File: src/rtl/lsq_pkg.sv
`default_nettype none

package lsq_pkg;

    // core sizing
    localparam int ROB_ENTRIES = 8;
    localparam int LSQ_DEPTH   = 8;
    localparam int NUM_CDB     = 2;
    localparam int RAM_WORDS   = 256;

    typedef logic [31:0]                    word_t;
    // tag zero means no producer
    typedef logic [$clog2(ROB_ENTRIES)-1:0] rob_tag_t;
    typedef logic [$clog2(LSQ_DEPTH)-1:0]   lsq_ptr_t;
    typedef logic [$clog2(LSQ_DEPTH):0]     lsq_count_t;
    typedef logic [1:0]                     mem_size_t;
    typedef logic [3:0]                     byte_en_t;
    typedef logic [$clog2(RAM_WORDS)-1:0]   ram_addr_t;

    // access sizes
    localparam mem_size_t SIZE_BYTE = 2'd0;
    localparam mem_size_t SIZE_HALF = 2'd1;
    localparam mem_size_t SIZE_WORD = 2'd2;

    // one memory operation as handed over by the ROB
    typedef struct packed {
        logic      valid;
        logic      is_store;
        mem_size_t size;
        rob_tag_t  rob;
        rob_tag_t  qj;
        word_t     vj;
        rob_tag_t  qk;
        word_t     vk;
        word_t     imm;
    } lsq_entry_t;

endpackage

`default_nettype wire
File: src/rtl/dmem_if.sv
`timescale 1ns/1ps
`default_nettype none

interface dmem_if;
    import lsq_pkg::*;

    // request side, held until resp
    logic     read;
    logic     write;
    byte_en_t byte_en;
    word_t    addr;
    word_t    wdata;

    // response side
    logic     resp;
    word_t    rdata;

    modport lsq (
        output read, write, byte_en, addr, wdata,
        input  resp, rdata
    );

    modport ram (
        input  read, write, byte_en, addr, wdata,
        output resp, rdata
    );

endinterface

`default_nettype wire

File: src/rtl/load_store_queue.sv
`timescale 1ns/1ps
`default_nettype none

module load_store_queue (
    input  logic                                     clk,
    input  logic                                     rst_n,
    input  logic                                     flush,
    input  logic                                     entry_valid,
    input  lsq_pkg::lsq_entry_t                      entry,
    input  logic [lsq_pkg::NUM_CDB-1:0]              cdb_valid,
    input  lsq_pkg::rob_tag_t [lsq_pkg::NUM_CDB-1:0] cdb_tag,
    input  lsq_pkg::word_t [lsq_pkg::NUM_CDB-1:0]    cdb_value,
    input  lsq_pkg::rob_tag_t                        head_tag,
    input  logic                                     head_is_store,
    output logic                                     lsq_full,
    output logic                                     load_valid,
    output lsq_pkg::rob_tag_t                        load_tag,
    output lsq_pkg::word_t                           load_value,
    output logic                                     store_done,
    dmem_if.lsq                                      mem
);
    import lsq_pkg::*;

    typedef enum logic [1:0] {
        ST_IDLE,
        ST_READING,
        ST_WRITING,
        ST_DONE
    } state_t;

    lsq_entry_t queue_q [LSQ_DEPTH];
    lsq_ptr_t   head_q;
    lsq_ptr_t   tail_q;
    lsq_count_t count_q;
    state_t     state_q;

    // request registers toward the RAM
    word_t      addr_q;
    byte_en_t   byte_en_q;
    word_t      wdata_q;
    rob_tag_t   req_tag_q;
    logic       req_store_q;
    word_t      load_value_q;

    lsq_entry_t head;
    lsq_entry_t entry_in;
    logic       enq;
    logic       deq;
    logic       head_ready;
    word_t      ea;
    byte_en_t   lanes;
    word_t      lane_data;

    // capture any matching CDB broadcast into an entry
    function automatic lsq_entry_t snoop(input lsq_entry_t e);
        lsq_entry_t r;
        r = e;
        for (int j = 0; j < NUM_CDB; j++) begin
            if (cdb_valid[j] && e.qj != '0 && e.qj == cdb_tag[j]) begin
                r.qj = '0;
                r.vj = cdb_value[j];
            end
            if (cdb_valid[j] && e.qk != '0 && e.qk == cdb_tag[j]) begin
                r.qk = '0;
                r.vk = cdb_value[j];
            end
        end
        return r;
    endfunction

    assign head     = queue_q[head_q];
    assign enq      = entry_valid && !lsq_full;
    assign deq      = (state_q == ST_READING || state_q == ST_WRITING) && mem.resp;
    assign lsq_full = (count_q == lsq_count_t'(LSQ_DEPTH));

    // a broadcast in the same cycle as the enqueue is not lost
    always_comb begin
        entry_in       = snoop(entry);
        entry_in.valid = 1'b1;
    end

    // loads wait on the base only, stores also on data and the ROB grant
    always_comb begin
        head_ready = (count_q != '0) && head.valid && (head.qj == '0);
        if (head.is_store) begin
            head_ready = head_ready && (head.qk == '0) && head_is_store
                         && (head_tag == head.rob);
        end
    end

    assign ea = head.vj + head.imm;

    always_comb begin
        case (head.size)
            SIZE_BYTE: lanes = byte_en_t'(4'b0001 << ea[1:0]);
            SIZE_HALF: lanes = byte_en_t'(4'b0011 << {ea[1], 1'b0});
            SIZE_WORD: lanes = 4'b1111;
            default:   lanes = 4'b1111;
        endcase
    end

    // store data moved up into its byte lanes
    assign lane_data = head.vk << {ea[1:0], 3'b000};

    always_ff @(posedge clk) begin
        if (!rst_n || flush) begin
            for (int i = 0; i < LSQ_DEPTH; i++) begin
                queue_q[i].valid <= 1'b0;
            end
            head_q  <= '0;
            tail_q  <= '0;
            count_q <= '0;
        end else begin
            for (int i = 0; i < LSQ_DEPTH; i++) begin
                queue_q[i] <= snoop(queue_q[i]);
            end
            if (deq) begin
                queue_q[head_q].valid <= 1'b0;
                head_q <= head_q + 1'b1;
            end
            if (enq) begin
                queue_q[tail_q] <= entry_in;
                tail_q <= tail_q + 1'b1;
            end
            count_q <= count_q + lsq_count_t'(enq) - lsq_count_t'(deq);
        end
    end

    always_ff @(posedge clk) begin
        if (!rst_n || flush) begin
            state_q <= ST_IDLE;
        end else begin
            case (state_q)
                ST_IDLE: begin
                    if (head_ready) begin
                        state_q <= head.is_store ? ST_WRITING : ST_READING;
                    end
                end
                ST_READING, ST_WRITING: begin
                    if (mem.resp) begin
                        state_q <= ST_DONE;
                    end
                end
                default: state_q <= ST_IDLE;
            endcase
        end
    end

    // latched at issue and held for the whole request
    always_ff @(posedge clk) begin
        if (state_q == ST_IDLE && head_ready) begin
            addr_q      <= ea;
            byte_en_q   <= head.is_store ? lanes : 4'b1111;
            wdata_q     <= lane_data;
            req_tag_q   <= head.rob;
            req_store_q <= head.is_store;
        end
        if (state_q == ST_READING && mem.resp) begin
            load_value_q <= mem.rdata;
        end
    end

    assign mem.read    = (state_q == ST_READING);
    assign mem.write   = (state_q == ST_WRITING);
    assign mem.addr    = addr_q;
    assign mem.byte_en = byte_en_q;
    assign mem.wdata   = wdata_q;

    // completion pulses come from the done state
    assign load_valid  = (state_q == ST_DONE) && !req_store_q;
    assign store_done  = (state_q == ST_DONE) && req_store_q;
    assign load_tag    = req_tag_q;
    assign load_value  = load_value_q;

    // the request kind follows the entry latched at issue
    a_rw_exclusive: assert property (@(posedge clk) disable iff (!rst_n)
        !(mem.read && mem.write)
        && !(mem.read && req_store_q) && !(mem.write && !req_store_q));

    a_no_enq_full: assert property (@(posedge clk) disable iff (!rst_n)
        entry_valid |-> !lsq_full);

    a_req_stable: assert property (@(posedge clk) disable iff (!rst_n || flush)
        (mem.read || mem.write) && !mem.resp |=>
            $stable(mem.addr) && $stable(mem.wdata) && $stable(mem.byte_en)
            && (mem.addr == ea));

endmodule

`default_nettype wire

File: src/flat_wrapper.sv
// flat-port wrapper written by rule: the top's interface ports become plain ports
module load_store_queue_flat import lsq_pkg::*;
  (clk, rst_n, flush, entry_valid, entry, cdb_valid, cdb_tag, cdb_value, head_tag, head_is_store, lsq_full, load_valid, load_tag, load_value, store_done, mem_read, mem_write, mem_byte_en, mem_addr, mem_wdata, mem_resp, mem_rdata);
  dmem_if mem_i ();
  input  logic clk;
  input  logic rst_n;
  input  logic flush;
  input  logic entry_valid;
  input  lsq_pkg::lsq_entry_t entry;
  input  logic [lsq_pkg::NUM_CDB-1:0] cdb_valid;
  input  lsq_pkg::rob_tag_t [lsq_pkg::NUM_CDB-1:0] cdb_tag;
  input  lsq_pkg::word_t [lsq_pkg::NUM_CDB-1:0] cdb_value;
  input  lsq_pkg::rob_tag_t head_tag;
  input  logic head_is_store;
  output logic lsq_full;
  output logic load_valid;
  output lsq_pkg::rob_tag_t load_tag;
  output lsq_pkg::word_t load_value;
  output logic store_done;
  output wire logic [$bits(mem_i.read)-1:0] mem_read;
  output wire logic [$bits(mem_i.write)-1:0] mem_write;
  output wire logic [$bits(mem_i.byte_en)-1:0] mem_byte_en;
  output wire logic [$bits(mem_i.addr)-1:0] mem_addr;
  output wire logic [$bits(mem_i.wdata)-1:0] mem_wdata;
  input wire logic [$bits(mem_i.resp)-1:0] mem_resp;
  input wire logic [$bits(mem_i.rdata)-1:0] mem_rdata;
  assign mem_read = mem_i.read;
  assign mem_write = mem_i.write;
  assign mem_byte_en = mem_i.byte_en;
  assign mem_addr = mem_i.addr;
  assign mem_wdata = mem_i.wdata;
  assign mem_i.resp = mem_resp;
  assign mem_i.rdata = mem_rdata;
  load_store_queue u_core (.clk(clk), .rst_n(rst_n), .flush(flush), .entry_valid(entry_valid), .entry(entry), .cdb_valid(cdb_valid), .cdb_tag(cdb_tag), .cdb_value(cdb_value), .head_tag(head_tag), .head_is_store(head_is_store), .lsq_full(lsq_full), .load_valid(load_valid), .load_tag(load_tag), .load_value(load_value), .store_done(store_done), .mem(mem_i));
endmodule
File: config.mk
export PLATFORM = sky130hd
export DESIGN_NAME = load_store_queue_flat
export DESIGN_NICKNAME = d
export VERILOG_FILES = /design/src/rtl/lsq_pkg.sv /design/src/rtl/dmem_if.sv /design/src/rtl/load_store_queue.sv /design/src/flat_wrapper.sv
export SDC_FILE = /design/constraint.sdc
export NUM_CORES = 2
export LEC_CHECK = 0
export ABC_CLOCK_PERIOD_IN_PS = 5930
export BUFFER_PORTS_ARGS = -buffer_cell sky130_fd_sc_hd__buf_4
export CAP_MARGIN = 20
export CELL_PAD_IN_SITES_DETAIL_PLACEMENT = 1
export CELL_PAD_IN_SITES_GLOBAL_PLACEMENT = 1
export CORE_ASPECT_RATIO = 0.8
export CORE_MARGIN = 1
export CORE_UTILIZATION = 47
export CTS_BUF_LIST = sky130_fd_sc_hd__clkbuf_4 sky130_fd_sc_hd__clkbuf_8
export DETAILED_ROUTE_END_ITERATION = 12
export GPL_TIMING_DRIVEN = 0
export HOLD_SLACK_MARGIN = 0.15
export PLACE_DENSITY_LB_ADDON = 0.1
export SLEW_MARGIN = 40
export SYNTH_ARGS = -nofsm -noshare
export SYNTH_HDL_FRONTEND = slang
export SYNTH_SLANG_ARGS = --single-unit
File: constraint.sdc
create_clock -name clk -period 5.93 [get_ports clk]
set_input_delay 0.593 -clock clk [delete_from_list [all_inputs] [get_ports clk]]
set_output_delay 0.593 -clock clk [all_outputs]
set_load 0.01 [all_outputs]
==> results.sh <==
export IMPL_status="completed"
export IMPL_io_pins=330
export IMPL_synth_edf_count=968
export IMPL_dieArea_mm2=0.112
export IMPL_synth_seq_area_share_pct=56.8
export IMPL_worstPathMaxFanout=10
export IMPL_cp_slowest_cell="fa_2"
export IMPL_clk_pin_slew_ps=60
export IMPL_ys_ff_latch=991
export IMPL_dpl_cell_count=5829
export IMPL_cts_buffer_depth=3
export IMPL_p_per_area_mw_per_mm2=254
export IMPL_slowest_delay_ps=480
export IMPL_cts_tree="yes"
export IMPL_maxCapViolCount=0
export IMPL_overflow=0
export IMPL_htree_levels=4
export IMPL_grt_pass1_vias=40936
export IMPL_ys_async_sr_fraction_pct=0
export IMPL_core_region_area_mm2=0.109
export IMPL_setup_viol=0
export IMPL_routabilityCongestion=0.990
export IMPL_tightestPinTransition_ps=984
export IMPL_ir_worst_vdd_uv=209
export IMPL_post_route_period_util_pct=96.6
export IMPL_synth_top_area_share_pct=55.9
export IMPL_whs_path_depth=5
export IMPL_rows=108
export IMPL_finish_utilization_pct=56.2
export IMPL_ant_nets=0
export IMPL_synthTopCellsByArea="edfxtp_1 (56%), mux4_2 (8.9%), mux2i_1 (7.7%)"
export IMPL_post_route_cell_area_mm2=0.0612
export IMPL_p_seq_share_pct=50.3
export IMPL_combPwrFrac_pct=11.0
export IMPL_holdCritPathClass="primary input to flip-flop"
export IMPL_synthCells=4058
export IMPL_grtUsageTotal_pct=36.2
export IMPL_initial_utilization_pct=47.7
export IMPL_wl_per_cell_um=33.1
export IMPL_placed_cell_area_mm2=0.0573
export IMPL_p_clk_share_pct=38.6
export IMPL_switching_power_mw=4.12
export IMPL_reg2reg_depth=18
export IMPL_io_buffers=259
export IMPL_drt_total_wl_mm=205
export IMPL_cp_cell_sequence="clkbuf_1 > inv_1 > clkbuf_2 > buf_2 > clkbuf_2 > nand2_1 > nand2_1 > ha_1 > fa_2 > a211oi_2 > o21ai_1 > a211oi_2 > o21ai_2 > o311ai_2 > o211ai_1 > o31a_1 > nor3_1 > a311oi_1"
export IMPL_grt_max_degree=33
export IMPL_antenna_found_initial=20
export IMPL_root_buffer="clkbuf_8"
export IMPL_grt_setup_unrepaired="no"
export IMPL_synthesis_area_mm2=0.0520
export IMPL_drc_errors=0
export IMPL_worstSetupPathType="flip-flop to flip-flop"
export IMPL_drive_gt1_share_pct=24.8
export IMPL_gr_usage_met1_pct=50.6
export IMPL_clock_sinks=991
export IMPL_p_int_mw=11.4
export IMPL_clock_latency_ps=930
export IMPL_fmax_ghz=0.175
export IMPL_hpwlAfterDp_mm=148
export IMPL_met3_usage_pct=11.0
export IMPL_drt_pass1_iter_count=6
export IMPL_die_w_um=374
export IMPL_syn_avg_cell_area_um2=12.8
export IMPL_synth_ff_type="edfxtp_1"
export IMPL_fin_crit_ps=5730
export IMPL_grt_pass1_wl_mm=291
export IMPL_met2_usage_pct=52.3
export IMPL_critPathCaptureType="flip-flop"
export IMPL_finClkSkew_ps=46.4
export IMPL_yosysTopAreaCell="edfxtp_1"
export IMPL_relSlewSlack_pct=34.4
export IMPL_area_growth_pct=17.8
export IMPL_setup_tns_ps=0
export IMPL_ys_types=59
export IMPL_synth_nets=4326
export IMPL_avgViaCountPerCell=6.53
export IMPL_worstPathArrival_ps=6350
export IMPL_worstPathRequired_ps=6550
export IMPL_finalNonFillerCells=6197
export IMPL_swShare_pct=26.5
export IMPL_hold_ws_ps=225
export IMPL_die_h_um=299
export IMPL_finalMaxSlewViolations=0
export IMPL_synth_warnings=0
export IMPL_via_count=40465
export IMPL_start_kind="flip-flop"
export IMPL_fin_nets=4905
export IMPL_finalHoldViolCount=0
export IMPL_top_usage_layer="met2"
export IMPL_p_leak_nw=20.8
export IMPL_drt_initial_drc_count=5155
export IMPL_cts_buffers=165
## cell families after synthesis
family	share of synthesized area (%)
mux	20.8
buf+inv	3.52
fa+ha+maj	1.14
compound gates	8.90
xor+xnor	1.85
simple gates	6.96
flops	56.8
## layout make-up
cell class              count  area (um2)
clock buffers             225        2720
plain buffers             416        1810
clock inverters            62         355
diodes                     10        25.0
inverters                  35         151
repair buffers            417        3810
well taps                1430        1790
fillers                 11018       47800
multi-input cells        2611       21000
flip-flops and latches    991       29500
## repair_timing
item	4_1_cts	5_1_grt
setup buffers	2	0
hold buffers	72	0
endpoints found under the hold margin	341	0
gates resized for setup	25	14
pin swaps	2	4
endpoints found under the setup margin	60	7
## sequential cells by signal, indices dropped and copies added, names as in the netlist, named ones only
register	count
u_core.queue_q	872
u_core.load_value	32
u_core.mem.addr	32
u_core.mem.wdata	32
u_core.count_q	4
u_core.mem.byte_en	4
u_core.head_q	3
u_core.load_tag	3
u_core.tail_q	3
u_core.state_q	2
u_core.req_store_q	1
## power by group through the flow
stage,combinational [mW],clock [mW],sequential (mW)
after floorplan,0.928,0,7.96
after global placement,1.50,0,7.98
after detailed placement,1.60,0,7.96
after CTS,1.66,6.03,7.82
after global routing,1.79,6.29,7.82
final,1.71,6.00,7.82
## routing by layer
metal  up-vias  part of all wire (%)
met2      2528                    43
li1      16701                     -
met4        20                   4.5
met3       454                    11
met1     20762                    41
met5         -                 0.071
## synthesized netlist by cell type (35+ instances only)
master and n:
nand2_1 516, mux2_2 195, o21ai_0 252, mux2i_1 401
xnor2_1 57, edfxtp_1 968, buf_2 75, o22ai_1 320
ha_1 44, a21oi_1 133, nor2_1 215, xor2_1 53
inv_1 35, buf_1 51, clkbuf_1 292, mux4_2 205
## through the flow
stage | setup WS (ps) | power [mW]
after global placement | -4600 | 9.48
after floorplan | 171 | 8.89
final | 202 | 15.5
after detailed placement | -2000 | 9.56
after CTS | 15.8 | 15.5
after global routing | 27.9 | 15.9
## worst max-delay path: cells and delay by family, from the launching register on
family                   cells  cell delay, ps
AO/OA/AOI/OAI                8            2110
buffers and inverters        5            1720
adder cells (fa/ha/maj)      2             780
AND/OR/NAND/NOR              3             490
flip-flops                   1             300
## final timing paths
check | startpoint | slack, ps | to
worst max register to register | flip-flop | 200 | u_core.mem.addr[30]
worst min register to register | u_core.queue_q[6][108] | 490 | u_core.queue_q[6][108]
worst max-delay path | flip-flop | 200 | u_core.mem.addr[30]
worst min-delay path | entry[93] | 220 | u_core.queue_q[5][93]
## placed cells by master (no fill, tap or decap), types with 10 or more instances in the layout
cell type,count
dfxtp_1,23
nand2_1,512
xnor2_1,57
nor3b_1,16
diode_2,10
mux2i_1,401
inv_1,27
clkbuf_1,261
ha_1,44
o21ai_0,236
nor2_1,215
buf_2,80
o22ai_1,320
mux2_2,195
clkinv_2,11
clkbuf_4,62
edfxtp_1,968
nand3_1,30
o31ai_1,17
clkbuf_2,25
clkinv_1,34
dlygate4sd3_1,72
a21oi_2,10
nor4_4,14
nor4_1,10
clkbuf_8,166
mux4_2,205
buf_4,279
buf_1,44
buf_8,50
xor2_1,53
a21oi_1,124
a31oi_1,21
o21ai_4,16
No activity file was read; power rests on OpenSTA's default activity.
